## src/verilog/ex1Pkg.sv

```systemverilog
package ex1Pkg;

	// basic data types
	typedef logic [63:0] word_t;
	typedef logic [47:0] vaddr_t;
	typedef logic [5:0] gprId_t;

	// discard register, writes here are dropped
	localparam gprId_t GrZero = 6'h3F;

	// condition field of an op
	typedef enum logic [1:0] {
		CcAlways = 2'b00,
		CcNever = 2'b01,
		CcIfTrue = 2'b10,
		CcIfFalse = 2'b11
	} condCode_e;

	// major opcodes
	typedef enum logic [5:0] {
		Nop = 6'h00,
		InvOp,
		LeaMr,
		MovRm,
		MovMr,
		Alu3,
		MovIr,
		Bra,
		BraNb,
		Bsr,
		Jmp,
		Jsr,
		OpIxs,
		OpIxt
	} uCmd_e;

	// sub-ops under OpIxs
	typedef enum logic [5:0] {
		IxsNop = 6'h00,
		IxsMovt,
		IxsMovnt,
		IxsTrapb
	} ixsOp_e;

	// sub-ops under OpIxt
	typedef enum logic [5:0] {
		IxtNop = 6'h00,
		IxtBreak,
		IxtClrt,
		IxtSett,
		IxtClrs,
		IxtSets,
		IxtNott,
		IxtNots,
		IxtRte,
		IxtTrapa,
		IxtSyse
	} ixtOp_e;

	// memory ops, low two bits are the access size
	typedef enum logic [4:0] {
		MemReady = 5'b00000,
		MemLdB = 5'b01000,
		MemLdW = 5'b01001,
		MemLdD = 5'b01010,
		MemLdQ = 5'b01011,
		MemStB = 5'b10000,
		MemStW = 5'b10001,
		MemStD = 5'b10010,
		MemStQ = 5'b10011,
		MemTrap = 5'b11111
	} memOpm_e;

	// writeback value source
	typedef enum logic [2:0] {
		OutNone,
		OutMemAddr,
		OutRtVal,
		OutSh8,
		OutSh16,
		OutSh32,
		OutMovt,
		OutMovnt
	} outSel_e;

	// branch target source
	typedef enum logic [1:0] {
		BraPc,
		BraRel,
		BraReg
	} braSel_e;

	// SR flag op
	typedef enum logic [2:0] {
		SrKeep,
		SrClrt,
		SrSett,
		SrClrs,
		SrSets,
		SrNott,
		SrNots
	} srOp_e;

	typedef enum logic [1:0] {
		TrapNone,
		TrapRte,
		TrapTrapa,
		TrapSyse
	} trapSel_e;

	// decoded micro-op from the front end
	typedef struct packed {
		logic valid;
		condCode_e cond;
		uCmd_e cmd;
		logic [5:0] ixt;
		gprId_t rs;
		gprId_t rt;
		gprId_t rm;
		word_t rsVal;
		word_t rtVal;
		word_t rmVal;
		word_t pc;
		logic preBraTaken;
	} uop_t;

	// control bundle out of the dispatch decode
	typedef struct packed {
		outSel_e outSel;
		logic doOut;
		logic doMem;
		memOpm_e memOp;
		braSel_e braSel;
		logic doBra;
		srOp_e srOp;
		logic link;
		trapSel_e trapSel;
		logic held;
		logic invalid;
		logic brk;
	} ex1Ctrl_t;

	typedef struct packed {
		logic valid;
		memOpm_e opm;
		vaddr_t addr;
		word_t data;
	} memReq_t;

	typedef struct packed {
		gprId_t rnId;
		word_t rnVal;
		gprId_t heldId;
	} wbOut_t;

	typedef struct packed {
		logic valid;
		logic [15:0] code;
	} trapOut_t;

endpackage

```

## src/verilog/opDispatch.sv

```systemverilog
`timescale 1ns/1ps

module opDispatch (
	input ex1Pkg::uop_t uop,
	input logic srT,
	input logic braFlush,
	output ex1Pkg::ex1Ctrl_t ctrl
);

	logic opEnable;
	ex1Pkg::uCmd_e effCmd;

	// predication against SR.T
	always_comb begin
		case (uop.cond)
			ex1Pkg::CcAlways: opEnable = 1'b1;
			ex1Pkg::CcNever: opEnable = 1'b0;
			ex1Pkg::CcIfTrue: opEnable = srT;
			ex1Pkg::CcIfFalse: opEnable = !srT;
			default: opEnable = 1'b0;
		endcase
		// flush kills every op
		if (braFlush)
			opEnable = 1'b0;
	end

	// disabled bra still has to undo a predicted-taken fetch
	always_comb begin
		if (!uop.valid)
			effCmd = ex1Pkg::Nop;
		else if (opEnable)
			effCmd = uop.cmd;
		else if (uop.cmd == ex1Pkg::Bra && !braFlush)
			effCmd = ex1Pkg::BraNb;
		else
			effCmd = ex1Pkg::Nop;
	end

	always_comb begin
		ctrl = '0;
		case (effCmd)
			ex1Pkg::Nop: begin
			end
			ex1Pkg::InvOp: ctrl.invalid = 1'b1;
			ex1Pkg::LeaMr: begin
				ctrl.outSel = ex1Pkg::OutMemAddr;
				ctrl.doOut = 1'b1;
			end
			ex1Pkg::MovRm: begin
				ctrl.doMem = 1'b1;
				ctrl.memOp = ex1Pkg::MemStB;
			end
			ex1Pkg::MovMr: begin
				ctrl.doMem = 1'b1;
				ctrl.memOp = ex1Pkg::MemLdB;
				ctrl.held = 1'b1;
			end
			// result comes from a later stage
			ex1Pkg::Alu3: ctrl.held = 1'b1;
			ex1Pkg::MovIr: begin
				ctrl.doOut = 1'b1;
				case (uop.ixt[3:0])
					4'h0: ctrl.outSel = ex1Pkg::OutRtVal;
					4'h1: ctrl.outSel = ex1Pkg::OutSh8;
					4'h2: ctrl.outSel = ex1Pkg::OutSh16;
					4'h3: ctrl.outSel = ex1Pkg::OutSh32;
					default: ctrl.invalid = 1'b1;
				endcase
			end
			// static prediction repair
			ex1Pkg::Bra: begin
				ctrl.braSel = ex1Pkg::BraRel;
				ctrl.doBra = !uop.preBraTaken;
			end
			ex1Pkg::BraNb: begin
				ctrl.braSel = ex1Pkg::BraPc;
				ctrl.doBra = uop.preBraTaken;
			end
			ex1Pkg::Bsr: begin
				ctrl.braSel = ex1Pkg::BraRel;
				ctrl.doBra = !uop.preBraTaken;
				ctrl.link = 1'b1;
			end
			ex1Pkg::Jmp: begin
				ctrl.braSel = ex1Pkg::BraReg;
				ctrl.doBra = !uop.preBraTaken;
			end
			ex1Pkg::Jsr: begin
				ctrl.braSel = ex1Pkg::BraReg;
				ctrl.doBra = 1'b1;
				ctrl.link = 1'b1;
			end
			ex1Pkg::OpIxs: begin
				case (ex1Pkg::ixsOp_e'(uop.ixt))
					ex1Pkg::IxsNop: begin
					end
					ex1Pkg::IxsMovt: begin
						ctrl.outSel = ex1Pkg::OutMovt;
						ctrl.doOut = 1'b1;
					end
					ex1Pkg::IxsMovnt: begin
						ctrl.outSel = ex1Pkg::OutMovnt;
						ctrl.doOut = 1'b1;
					end
					ex1Pkg::IxsTrapb: begin
						ctrl.doMem = 1'b1;
						ctrl.memOp = ex1Pkg::MemTrap;
					end
					default: ctrl.invalid = 1'b1;
				endcase
			end
			ex1Pkg::OpIxt: begin
				case (ex1Pkg::ixtOp_e'(uop.ixt))
					ex1Pkg::IxtNop: begin
					end
					ex1Pkg::IxtBreak: ctrl.brk = 1'b1;
					ex1Pkg::IxtClrt: ctrl.srOp = ex1Pkg::SrClrt;
					ex1Pkg::IxtSett: ctrl.srOp = ex1Pkg::SrSett;
					ex1Pkg::IxtClrs: ctrl.srOp = ex1Pkg::SrClrs;
					ex1Pkg::IxtSets: ctrl.srOp = ex1Pkg::SrSets;
					ex1Pkg::IxtNott: ctrl.srOp = ex1Pkg::SrNott;
					ex1Pkg::IxtNots: ctrl.srOp = ex1Pkg::SrNots;
					ex1Pkg::IxtRte: ctrl.trapSel = ex1Pkg::TrapRte;
					ex1Pkg::IxtTrapa: ctrl.trapSel = ex1Pkg::TrapTrapa;
					ex1Pkg::IxtSyse: ctrl.trapSel = ex1Pkg::TrapSyse;
					default: ctrl.invalid = 1'b1;
				endcase
			end
			default: ctrl.invalid = 1'b1;
		endcase
	end

endmodule

```

## src/verilog/addrGen.sv

```systemverilog
`timescale 1ns/1ps

module addrGen (
	input ex1Pkg::uop_t uop,
	output ex1Pkg::vaddr_t memAddr,
	output ex1Pkg::vaddr_t braAddr
);

	ex1Pkg::vaddr_t idxScaled;
	ex1Pkg::vaddr_t braDisp;
	logic [16:0] sumLo;
	logic [16:0] sumMid0;
	logic [16:0] sumMid1;
	logic [15:0] sumHi0;
	logic [15:0] sumHi1;
	logic midCarry;

	// base plus index scaled by access size
	assign idxScaled = uop.rtVal[47:0] << uop.ixt[5:4];
	assign memAddr = uop.rsVal[47:0] + idxScaled;

	// branch displacement in 16-bit units
	assign braDisp = {uop.rtVal[46:0], 1'b0};

	// carry-select slices, both upper sums ready before the low carry
	assign sumLo = {1'b0, uop.pc[15:0]} + {1'b0, braDisp[15:0]};
	assign sumMid0 = {1'b0, uop.pc[31:16]} + {1'b0, braDisp[31:16]};
	assign sumMid1 = {1'b0, uop.pc[31:16]} + {1'b0, braDisp[31:16]} + 17'd1;
	assign sumHi0 = uop.pc[47:32] + braDisp[47:32];
	assign sumHi1 = uop.pc[47:32] + braDisp[47:32] + 16'd1;

	// carry into the top slice
	assign midCarry = sumLo[16] ? sumMid1[16] : sumMid0[16];

	assign braAddr = {
		midCarry ? sumHi1 : sumHi0,
		sumLo[16] ? sumMid1[15:0] : sumMid0[15:0],
		sumLo[15:0]
	};

endmodule

```

## src/verilog/srUpdate.sv

```systemverilog
`timescale 1ns/1ps

module srUpdate (
	input ex1Pkg::ex1Ctrl_t ctrl,
	input ex1Pkg::word_t srIn,
	output ex1Pkg::word_t srNext,
	output ex1Pkg::word_t tValue
);

	logic srT;

	assign srT = srIn[0];

	// bit 0 is T, bit 1 is S
	always_comb begin
		srNext = srIn;
		case (ctrl.srOp)
			ex1Pkg::SrClrt: srNext[0] = 1'b0;
			ex1Pkg::SrSett: srNext[0] = 1'b1;
			ex1Pkg::SrClrs: srNext[1] = 1'b0;
			ex1Pkg::SrSets: srNext[1] = 1'b1;
			ex1Pkg::SrNott: srNext[0] = !srIn[0];
			ex1Pkg::SrNots: srNext[1] = !srIn[1];
			default: srNext = srIn;
		endcase
	end

	// movt / movnt result, zero-extended
	always_comb begin
		tValue = '0;
		if (ctrl.outSel == ex1Pkg::OutMovnt)
			tValue[0] = !srT;
		else
			tValue[0] = srT;
	end

endmodule

```

## src/verilog/memIssue.sv

```systemverilog
`timescale 1ns/1ps

module memIssue #(
	parameter int MemCredits = 4
) (
	input logic clock,
	input logic rstN,
	input ex1Pkg::ex1Ctrl_t ctrl,
	input ex1Pkg::uop_t uop,
	input ex1Pkg::vaddr_t memAddr,
	input logic accept,
	input logic memCredit,
	output logic memStall,
	output ex1Pkg::memReq_t memReq
);

	localparam int CntW = $clog2(MemCredits + 1);

	logic [CntW-1:0] creditCnt;
	logic spend;
	ex1Pkg::memOpm_e opmNext;
	logic reqValidQ;
	ex1Pkg::memOpm_e reqOpmQ;
	ex1Pkg::vaddr_t reqAddrQ;
	ex1Pkg::word_t reqDataQ;

	// no credit left, op waits
	assign memStall = ctrl.doMem && (creditCnt == '0);
	assign spend = accept && ctrl.doMem;

	// size field merged into load/store class
	always_comb begin
		if (ctrl.memOp == ex1Pkg::MemTrap)
			opmNext = ex1Pkg::MemTrap;
		else
			opmNext = ex1Pkg::memOpm_e'({ctrl.memOp[4:2], uop.ixt[5:4]});
	end

	// spend and return in one cycle cancel out
	always_ff @(posedge clock or negedge rstN) begin
		if (!rstN) begin
			creditCnt <= CntW'(MemCredits);
			reqValidQ <= 1'b0;
		end else begin
			reqValidQ <= spend;
			if (spend && !memCredit)
				creditCnt <= creditCnt - 1'b1;
			else if (memCredit && !spend)
				creditCnt <= creditCnt + 1'b1;
		end
	end

	// request payload
	always_ff @(posedge clock) begin
		if (spend) begin
			reqOpmQ <= opmNext;
			reqAddrQ <= memAddr;
			reqDataQ <= uop.rmVal;
		end
	end

	assign memReq = '{valid: reqValidQ, opm: reqOpmQ, addr: reqAddrQ, data: reqDataQ};

	// memory side returns no more credits than were handed out
	creditBound: assert property (@(posedge clock) disable iff (!rstN)
		creditCnt <= CntW'(MemCredits));

	// every issued request had a credit when accepted
	noReqWithoutCredit: assert property (@(posedge clock) disable iff (!rstN)
		reqValidQ |-> $past(creditCnt) != '0);

endmodule

```

## src/verilog/ex1Writeback.sv

```systemverilog
`timescale 1ns/1ps

module ex1Writeback (
	input logic clock,
	input logic rstN,
	input ex1Pkg::uop_t uop,
	input ex1Pkg::ex1Ctrl_t ctrl,
	input ex1Pkg::vaddr_t memAddr,
	input ex1Pkg::vaddr_t braAddr,
	input ex1Pkg::word_t srNext,
	input ex1Pkg::word_t tValue,
	input ex1Pkg::word_t lrIn,
	input ex1Pkg::word_t dlrIn,
	input logic memStall,
	output logic accept,
	output logic exHold,
	output ex1Pkg::wbOut_t wb,
	output logic braValid,
	output ex1Pkg::word_t braTarget,
	output ex1Pkg::word_t srOut,
	output ex1Pkg::word_t lrOut,
	output ex1Pkg::trapOut_t trap
);

	ex1Pkg::word_t resultVal;
	ex1Pkg::word_t braVal;
	logic [15:0] trapCode;
	ex1Pkg::gprId_t rnIdQ;
	ex1Pkg::gprId_t heldIdQ;
	ex1Pkg::word_t rnValQ;
	logic trapValidQ;
	logic [15:0] trapCodeQ;

	// invalid op, break and memory stall all hold the producer
	assign exHold = uop.valid && (ctrl.invalid || ctrl.brk || memStall);
	assign accept = uop.valid && !exHold;

	// result select
	always_comb begin
		case (ctrl.outSel)
			ex1Pkg::OutMemAddr: resultVal = {16'h0000, memAddr};
			ex1Pkg::OutRtVal: resultVal = uop.rtVal;
			ex1Pkg::OutSh8: resultVal = {uop.rsVal[55:0], uop.rtVal[7:0]};
			ex1Pkg::OutSh16: resultVal = {uop.rsVal[47:0], uop.rtVal[15:0]};
			ex1Pkg::OutSh32: resultVal = {uop.rsVal[31:0], uop.rtVal[31:0]};
			ex1Pkg::OutMovt, ex1Pkg::OutMovnt: resultVal = tValue;
			default: resultVal = '0;
		endcase
	end

	// branch target keeps the upper pc bits
	always_comb begin
		case (ctrl.braSel)
			ex1Pkg::BraRel: braVal = {uop.pc[63:48], braAddr};
			ex1Pkg::BraReg: braVal = {uop.pc[63:48], uop.rsVal[47:0]};
			default: braVal = uop.pc;
		endcase
	end

	// 16-bit trap code
	always_comb begin
		case (ctrl.trapSel)
			ex1Pkg::TrapRte: trapCode = 16'hFF00;
			ex1Pkg::TrapTrapa: trapCode = {12'hC08, uop.rm[3:0]};
			ex1Pkg::TrapSyse: trapCode = {4'hE, dlrIn[11:0]};
			default: trapCode = 16'h0000;
		endcase
	end

	// ids and valids go idle unless an op was taken
	always_ff @(posedge clock or negedge rstN) begin
		if (!rstN) begin
			rnIdQ <= ex1Pkg::GrZero;
			heldIdQ <= ex1Pkg::GrZero;
			braValid <= 1'b0;
			trapValidQ <= 1'b0;
		end else begin
			rnIdQ <= (accept && ctrl.doOut) ? uop.rm : ex1Pkg::GrZero;
			heldIdQ <= (accept && ctrl.held) ? uop.rm : ex1Pkg::GrZero;
			braValid <= accept && ctrl.doBra;
			trapValidQ <= accept && (ctrl.trapSel != ex1Pkg::TrapNone);
		end
	end

	// payload registers
	// srNext equals srIn when nothing is taken
	always_ff @(posedge clock) begin
		rnValQ <= resultVal;
		braTarget <= braVal;
		trapCodeQ <= trapCode;
		srOut <= srNext;
		lrOut <= (accept && ctrl.link) ? uop.pc : lrIn;
	end

	assign wb = '{rnId: rnIdQ, rnVal: rnValQ, heldId: heldIdQ};
	assign trap = '{valid: trapValidQ, code: trapCodeQ};

	// held or idle ops never carry a flag op into srOut
	srPassOnHold: assert property (@(posedge clock) disable iff (!rstN)
		!accept |-> ctrl.srOp == ex1Pkg::SrKeep);

endmodule

```

## src/verilog/ex1Stage.sv

```systemverilog
`timescale 1ns/1ps

module ex1Stage #(
	parameter int MemCredits = 4
) (
	input logic clock,
	input logic rstN,
	input ex1Pkg::uop_t uop,
	input ex1Pkg::word_t srIn,
	input ex1Pkg::word_t lrIn,
	input ex1Pkg::word_t dlrIn,
	input logic braFlush,
	input logic memCredit,
	output logic exHold,
	output ex1Pkg::wbOut_t wb,
	output logic braValid,
	output ex1Pkg::word_t braTarget,
	output ex1Pkg::word_t srOut,
	output ex1Pkg::word_t lrOut,
	output ex1Pkg::trapOut_t trap,
	output ex1Pkg::memReq_t memReq
);

	ex1Pkg::ex1Ctrl_t ctrl;
	ex1Pkg::vaddr_t memAddr;
	ex1Pkg::vaddr_t braAddr;
	ex1Pkg::word_t srNext;
	ex1Pkg::word_t tValue;
	logic accept;
	logic memStall;

	// predication uses SR.T
	opDispatch opDispatch_i (
		.uop(uop),
		.srT(srIn[0]),
		.braFlush(braFlush),
		.ctrl(ctrl)
	);

	addrGen addrGen_i (
		.uop(uop),
		.memAddr(memAddr),
		.braAddr(braAddr)
	);

	srUpdate srUpdate_i (
		.ctrl(ctrl),
		.srIn(srIn),
		.srNext(srNext),
		.tValue(tValue)
	);

	// credit flow control toward memory
	memIssue #(
		.MemCredits(MemCredits)
	) memIssue_i (
		.clock(clock),
		.rstN(rstN),
		.ctrl(ctrl),
		.uop(uop),
		.memAddr(memAddr),
		.accept(accept),
		.memCredit(memCredit),
		.memStall(memStall),
		.memReq(memReq)
	);

	ex1Writeback ex1Writeback_i (
		.clock(clock),
		.rstN(rstN),
		.uop(uop),
		.ctrl(ctrl),
		.memAddr(memAddr),
		.braAddr(braAddr),
		.srNext(srNext),
		.tValue(tValue),
		.lrIn(lrIn),
		.dlrIn(dlrIn),
		.memStall(memStall),
		.accept(accept),
		.exHold(exHold),
		.wb(wb),
		.braValid(braValid),
		.braTarget(braTarget),
		.srOut(srOut),
		.lrOut(lrOut),
		.trap(trap)
	);

endmodule

```

## config.mk

```make
export PLATFORM = sky130hd
export DESIGN_NAME = ex1Stage
export DESIGN_NICKNAME = d
export VERILOG_FILES = /design/src/verilog/ex1Pkg.sv /design/src/verilog/opDispatch.sv /design/src/verilog/addrGen.sv /design/src/verilog/srUpdate.sv /design/src/verilog/memIssue.sv /design/src/verilog/ex1Writeback.sv /design/src/verilog/ex1Stage.sv
export SDC_FILE = /design/constraint.sdc
export NUM_CORES = 1
export LEC_CHECK = 0
export BUFFER_PORTS_ARGS = -buffer_cell sky130_fd_sc_hd__buf_2
export CAP_MARGIN = 30
export CORE_AREA = 4 4 348 350
export DETAILED_ROUTE_END_ITERATION = 10
export DIE_AREA = 0 0 352 354
export GPL_TIMING_DRIVEN = 0
export PLACE_DENSITY = 0.44
export SLEW_MARGIN = 10
export SYNTH_ARGS = -nofsm -noshare
export SYNTH_HDL_FRONTEND = slang
export SYNTH_SLANG_ARGS = --single-unit
```

## constraint.sdc

```tcl
create_clock -name clock -period 17.9 [get_ports clock]
set_clock_uncertainty 0.2 [all_clocks]
set_input_delay 0.895 -clock clock [delete_from_list [all_inputs] [get_ports clock]]
set_output_delay 0.895 -clock clock [all_outputs]
set_load 0.02 [all_outputs]
```

==> results of run 1 <==
cells by family after synthesis:
| family | share of synthesized area, % |
|---|---|
| xor gates and xnor gates | 5.33 |
| DFF | 47.4 |
| AOI/OAI and AO/OA | 15.4 |
| buffers and inverters | 2.55 |
| adders and majority gates | 6.55 |
| and+or+nand+nor | 9.84 |
| muxes | 13.0 |
worst max-delay path: cells and delay by family:
| kind | cells | cell delay (ns) |
|---|---|---|
| fa+ha+maj | 1 | 0.28 |
| simple gates | 2 | 0.77 |
| mux | 1 | 0.41 |
| compound gates | 8 | 2.12 |
| buf+inv | 5 | 2.15 |
| xor+xnor | 1 | 0.31 |
metrics by stage:
stage | power (W) | hold slack [ns]
after floorplan | 0.00133 | 0.268
after global placement | 0.00156 | 0.292
after detailed placement | 0.00156 | 0.300
after CTS | 0.00277 | 0.0520
after global routing | 0.00284 | 0.0716
final | 0.00272 | 0.118
power groups by stage:
stage | logic, W | clock network [W] | registers [W]
2_1_floorplan | 0.000283 | 0 | 0.00105
3_3_place_gp | 0.000546 | 0 | 0.00101
3_5_place_dp | 0.000548 | 0 | 0.00101
4_1_cts | 0.000551 | 0.00122 | 0.000995
5_1_grt | 0.000595 | 0.00125 | 0.000997
6_report | 0.000551 | 0.00117 | 0.000995
repair_timing:
item                                    in CTS  in global routing
endpoints found under the hold margin        5                  0
endpoints found under the setup margin       0                  0
buffers inserted                             0                  0
hold buffers                                 1                  0
cell type report:
cell class	count	area, um^2
antenna	16	40.0
buffer	88	392
clock buffer	65	1480
clock inverter	39	460
fill	12831	89500
inverter	31	116
multi-input combinational	1207	9960
sequential	406	9410
tap	1536	1920
timing repair buffer	838	4450
per-layer routing:
| layer | part of all wire [%] | up-vias | track usage [%] |
|---|---|---|---|
| met5 | 0.19 | - | 0 |
| met4 | 4.8 | 38 | 8.37 |
| met3 | 10 | 243 | 7.50 |
| met2 | 46 | 955 | 30.5 |
| met1 | 39 | 9050 | 21.5 |
| li1 | - | 8373 | - |
worst paths after layout:
kind / from / endpoint / slack, ns / cells past startpoint
max in group asynchronous: rstN / memIssue_i.creditCnt[2]$_DFFE_PN1P_ / 16.64 / 2
worst min-delay path: srIn[26] / ex1Writeback_i.srOut[26]$_DFF_P_ / 0.12 / 1
worst max-delay path: uop[280] / ex1Writeback_i.rnValQ[45]$_DFF_P_ / 11.34 / 18
worst max register to register: memIssue_i.creditCnt[2]$_DFFE_PN1P_ / memIssue_i.creditCnt[2]$_DFFE_PN1P_ / 14.56 / 11
min in group asynchronous: rstN / ex1Writeback_i.trapValidQ$_DFF_PN0_ / 0.51 / 2
worst min register to register: memIssue_i.creditCnt[0]$_DFFE_PN0P_ / memIssue_i.creditCnt[0]$_DFFE_PN0P_ / 0.31 / 1
flip-flops by register name, indices dropped and copies added, names as in the netlist:
signal / cells
ex1Writeback_i.braTarget: 64
ex1Writeback_i.braValid: 1
ex1Writeback_i.heldIdQ: 6
ex1Writeback_i.lrOut: 64
ex1Writeback_i.rnIdQ: 6
ex1Writeback_i.rnValQ: 64
ex1Writeback_i.srOut: 64
ex1Writeback_i.trapCodeQ: 15
ex1Writeback_i.trapValidQ: 1
memIssue_i.creditCnt: 3
memIssue_i.reqAddrQ: 48
memIssue_i.reqDataQ: 64
memIssue_i.reqOpmQ: 5
memIssue_i.reqValidQ: 1
cell usage in the layout, fill, tap and decap left out, drive strengths merged, types with 23 or more instances in the layout:
cell,netlist,routed
a22o,36,36
o21ai,105,105
mux4,76,76
and2,30,30
edfxtp,117,117
nand2,91,91
dfxtp,271,271
buf,13,848
xor2,44,44
a21oi,97,97
nor3,23,23
a21o,59,59
nand3,33,33
mux2,65,65
ha,96,96
nor2,76,76
xnor2,76,76
clkbuf,74,140
a22oi,34,34
inv,31,38
==> impl_metrics.yaml, run 1 <==
status:
  outcome: "completed"
timing:
  max-slew-margin-rel_pct: 33.2
  fin_crit_sh_pct: 36.6
  rsz0062_at_grt: "no"
  tightestPinTransition_ns: 1.00
  drv_slew: 0
  finalHoldViolations: 0
  timing.final.ws_setup_ns: 11.34
  setup_viol: 0
  min_period_ns: 6.56
  fin_setup_tns_ns: 0
  fmax_mhz: 153
setup_path:
  critPathMaxStageDelay_ns: 0.68
  crit_chain: "clkbuf_1 > clkbuf_1 > buf_6 > clkbuf_1 > mux4_2 > ha_1 > clkbuf_1 > nand2_1 > o21ai_0 > a21o_1 > a211oi_1 > nor4b_1 > o21ai_0 > o31ai_1 > a311oi_1 > o21bai_1 > xor2_1 > a22o_1"
  end_kind: "flip-flop"
  start_kind: "primary input"
  cp_max_fo: 10
  crit_top_cell: "clkbuf_1"
  slowest_stage: "nor4b_1"
  cp_data_required_time_ns: 18.31
  crit_arrival_ns: 6.97
  path_class: "primary input to flip-flop"
logic_synthesis:
  ys_warn_count: 0
  synthArstFlopShare_pct: 4.43
  synth_edf_count: 117
  netlist_instances: 1732
  yosysSeqAreaShare_pct: 47.4
  yosysMostFrequentCell: "dfxtp_1"
  syn_avg_cell_area_um2: 11.5
  yosys-top-cells-count: "dfxtp_1, edfxtp_1, o21ai_0, a21oi_1, ha_1"
  synthDistinctLibCells: 88
  synth_nets: 2319
  synth_top_area_share_pct: 27.3
  yosysTopAreaCell: "dfxtp_1"
  ys_seq_elements: 406
  synthTopCellsByArea: "dfxtp_1, edfxtp_1, mux4_2, ha_1, mux2_2"
  synth_area_um2: 19900
  yosys_most_used_dff: "dfxtp_1"
clock_network:
  clk_latency_ns: 0.66
  post_cts_resize_count: 0
  htree_levels: 2
  clockRootBuffer: "clkbuf_16"
  clkSlewWorstSetupHoldPaths_ns: 0.06
  cts_max_path_buffers: 3
  cts_tree: "yes"
  cts.sinks: 406
  cts_buffers: 55
grt:
  grt-ovfl-total: 0
  antenna_found_initial: 90
  grt_pass1_wl_um: 159000
  grtUsageTotal_pct: 18.7
  first_global_vias: 18253
  grt_max_degree: 26
power:
  p_leak_nw: 12.1
  sequentialPowerShare_pct: 36.6
  p_switching_w: 0.000840
  p_int_w: 0.00188
  combPwrFrac_pct: 20.3
  p_sw_share_pct: 30.9
  power.density_nw_per_um2: 96.3
  clkPwrFrac_pct: 43.1
  ir_worst_vdd_v: 0.0000733
die:
  chipHeight_um: 354
  core_area_um2: 118000
  ioPinCount: 891
  dieArea_um2: 125000
  start_util_pct: 16.9
  die_w_um: 352
  row_count: 126
drt:
  finalWirelength_um: 122000
  ant_nets: 0
  wl_per_cell_um: 28.8
  first_pass_iters: 5
  drt-initial-drc-count: 1327
  vias: 18659
  drc: 0
  vias_per_cell: 4.42
finish:
  finalCoreUtilization_pct: 24.0
  layout.cells.non_filler: 4226
  stdcell_area_um2: 28200
  synthToLayoutAreaGrowth_pct: 42.1
  drive_gt1_share_pct: 42.2
  final_nets: 3214
job:
  maxCapViolCount: 0
worst_hold_path:
  min_path_type: "primary input to flip-flop"
place:
  pre_cts_slack_ns: 10.60
  portBuffers: 814
  gp_congestion: 0.893
  dp_hpwl_um: 102000
  dpl_cell_area_um2: 26200
  placed_cells_incl_taps: 4103
Note: power is estimated with default switching activity, not from simulation.
==> run 2, diff against run 1 <==
--- a/config.mk
+++ b/config.mk
@@ -7,11 +7,11 @@
 export LEC_CHECK = 0
 export BUFFER_PORTS_ARGS = -buffer_cell sky130_fd_sc_hd__buf_2
 export CAP_MARGIN = 30
-export CORE_AREA = 4 4 348 350
+export CORE_AREA = 4 4 340 342
 export DETAILED_ROUTE_END_ITERATION = 10
-export DIE_AREA = 0 0 352 354
+export DIE_AREA = 0 0 344 346
 export GPL_TIMING_DRIVEN = 0
-export PLACE_DENSITY = 0.44
+export PLACE_DENSITY = 0.46
 export SLEW_MARGIN = 10
 export SYNTH_ARGS = -nofsm -noshare
 export SYNTH_HDL_FRONTEND = slang
==> constraint.sdc (replaced) <==
create_clock -name clock -period 5.3 [get_ports clock]
set_clock_uncertainty 0.2 [all_clocks]
set_input_delay 0.265 -clock clock [delete_from_list [all_inputs] [get_ports clock]]
set_output_delay 0.265 -clock clock [all_outputs]
set_load 0.02 [all_outputs]
==> run 2 against run 1 <==
Net effect:
- power rose to 3.4 times the previous value
- global-route usage rose by 1.1 points
- register-to-register slack got worse by 12 ns
- routed wire length rose by 1.3%
- worst setup slack got worse by 11 ns
- critical path type unchanged
- largest cell class unchanged
==> impl_metrics.yaml, run 2 (same netlist as run 1, synthesis figures left out) <==
drt:
  finalWirelength_um: 123000
  ant_nets: 0
  wl_per_cell_um: 26.3
  vias: 20668
  drc: 0
  first_pass_iters: 7
  vias_per_cell: 4.40
  drt-initial-drc-count: 1401
setup_path:
  reg2reg_from: "memIssue_i.creditCnt[2]$_DFFE_PN1P_"
  cp_data_required_time_ns: 5.69
  path_class: "primary input to flip-flop"
  crit_path_start: "uop[280]"
  start_kind: "primary input"
  reg2reg_slack_ns: 2.11
  crit_arrival_ns: 5.47
  r2r_end: "memIssue_i.creditCnt[2]$_DFFE_PN1P_"
  cp_max_fo: 10
  end_kind: "flip-flop"
  reg2reg_depth: 10
  crit_path_end: "ex1Writeback_i.rnValQ[45]$_DFF_P_"
place:
  pre_cts_slack_ns: -1.34
  dp_hpwl_um: 98400
  portBuffers: 814
  gp_congestion: 0.909
die:
  row_count: 123
  ioPinCount: 891
  core_area_um2: 112000
  die_w_um: 344
  start_util_pct: 17.7
  chipHeight_um: 346
  dieArea_um2: 119000
clock_network:
  cts.sinks: 406
  clk_latency_ns: 0.66
  htree_levels: 2
  cts_tree: "yes"
  clockRootBuffer: "clkbuf_16"
  cts_buffers: 53
  cts_max_path_buffers: 3
  clkSlewWorstSetupHoldPaths_ns: 0.06
finish:
  final_nets: 3722
  mostFrequentLayoutCell: "buf_2"
  finalCoreUtilization_pct: 29.6
  final_cell_mix: "buf_2, dlygate4sd3_1, dfxtp_1"
  synthToLayoutAreaGrowth_pct: 67.5
  drive_gt1_share_pct: 36.3
timing:
  setup_viol: 0
  finalHoldViolations: 0
  fin_crit_sh_pct: 95.8
  timing.final.ws_setup_ns: 0.223
  rsz0062_at_grt: "yes"
  tightestPinTransition_ns: 0.964
  drv_slew: 0
  min_period_ns: 5.08
  fmax_mhz: 197
  max-slew-margin-rel_pct: 35.7
grt:
  grt-ovfl-total: 0
  first_global_vias: 21172
  grt_max_degree: 29
  antenna_found_initial: 54
  grt_pass1_wl_um: 165000
  grtUsageTotal_pct: 19.8
status:
  outcome: "completed"
job:
  maxCapViolCount: 0
power:
  p_leak_nw: 14.3
  power.density_nw_per_um2: 280
  ir_worst_vdd_v: 0.000236
worst_hold_path:
  hp-start: "uop[147]"
  min_path_type: "primary input to flip-flop"
-- run 2: worst max-delay path, cell delays in order --
cell,delay (ns)
clkbuf_1,0.41
buf_8,0.21
clkbuf_1,0.36
buf_8,0.22
clkbuf_2,0.36
mux4_2,0.36
ha_1,0.28
clkbuf_1,0.33
and3_1,0.21
and3_1,0.20
nand3_1,0.13
nor4b_2,0.37
o21ai_0,0.27
o31ai_1,0.49
a311oi_2,0.23
o21bai_1,0.20
xor2_1,0.33
a22o_1,0.20
-- run 2: worst min path at each step --
stage | endpoint | slack [ns] | cells after the start
2_1_floorplan | ex1Writeback_i.braValid$_DFF_PN0_ | -0.23 | 0
3_3_place_gp | memIssue_i.creditCnt[1]$_DFFE_PN0P_ | 0.02 | 1
3_5_place_dp | memIssue_i.creditCnt[1]$_DFFE_PN0P_ | 0.03 | 1
4_1_cts | ex1Writeback_i.rnValQ[45]$_DFF_P_ | 0.0005 | 3
5_1_grt | ex1Writeback_i.rnValQ[33]$_DFF_P_ | 0.007 | 3
6_report | ex1Writeback_i.rnValQ[18]$_DFF_P_ | 0.02 | 3
-- run 2: power breakdown --
part           internal (W)  switching, W  total (W)
Clock               0.00213       0.00164    0.00377
Combinational      0.000952       0.00121    0.00217
Sequential          0.00333     0.0000319    0.00336
Total               0.00641       0.00288    0.00930
-- run 2: through the flow --
| stage | instance area, um^2 | setup TNS (ns) | hold slack, ns | power [W] | std cells |
|---|---|---|---|---|---|
| global route | 33200 | -0.0660 | 0.00671 | 0.00972 | 4687 |
| detailed placement | 26200 | -38.56 | 0.0322 | 0.00525 | 4063 |
| finish | 33300 | 0 | 0.0192 | 0.00930 | 4698 |
| floorplan | 20000 | -0.242 | -0.231 | 0.00450 | 1732 |
| global placement | 25900 | -273.23 | 0.0204 | 0.00525 | 4046 |
| CTS | 33200 | 0 | 0.000457 | 0.00941 | 4677 |
-- run 2: repair_timing --
action / 4_1_cts / 5_1_grt
cloned: 0 / 0
hold buffers: 515 / 0
pin swaps: 0 / 0
setup endpoints to repair: 21 / 12
endpoints found under the hold margin: 360 / 0
gates resized for setup: 7 / 8
setup buffers: 0 / 0
-- run 2: cell type report --
class	count	area, um^2
diodes	19	47.5
plain buffers	88	422
clock buffers	65	1450
clock inverters	34	358
fillers	11750	79100
inverters	31	116
multi-input cells	1207	10100
flip-flops and latches	406	9410
well taps	1500	1880
repair buffers	1348	9510
-- run 2: layer usage --
metal  part of all wire (%)  vias to the layer above  global-route usage [%]
met4                    3.9                       20                    6.63
met1                     38                    10134                    22.6
met3                    9.3                      204                    6.26
li1                       -                     9388                       -
met5                   0.10                        -                       0
met2                     49                      922                    34.8
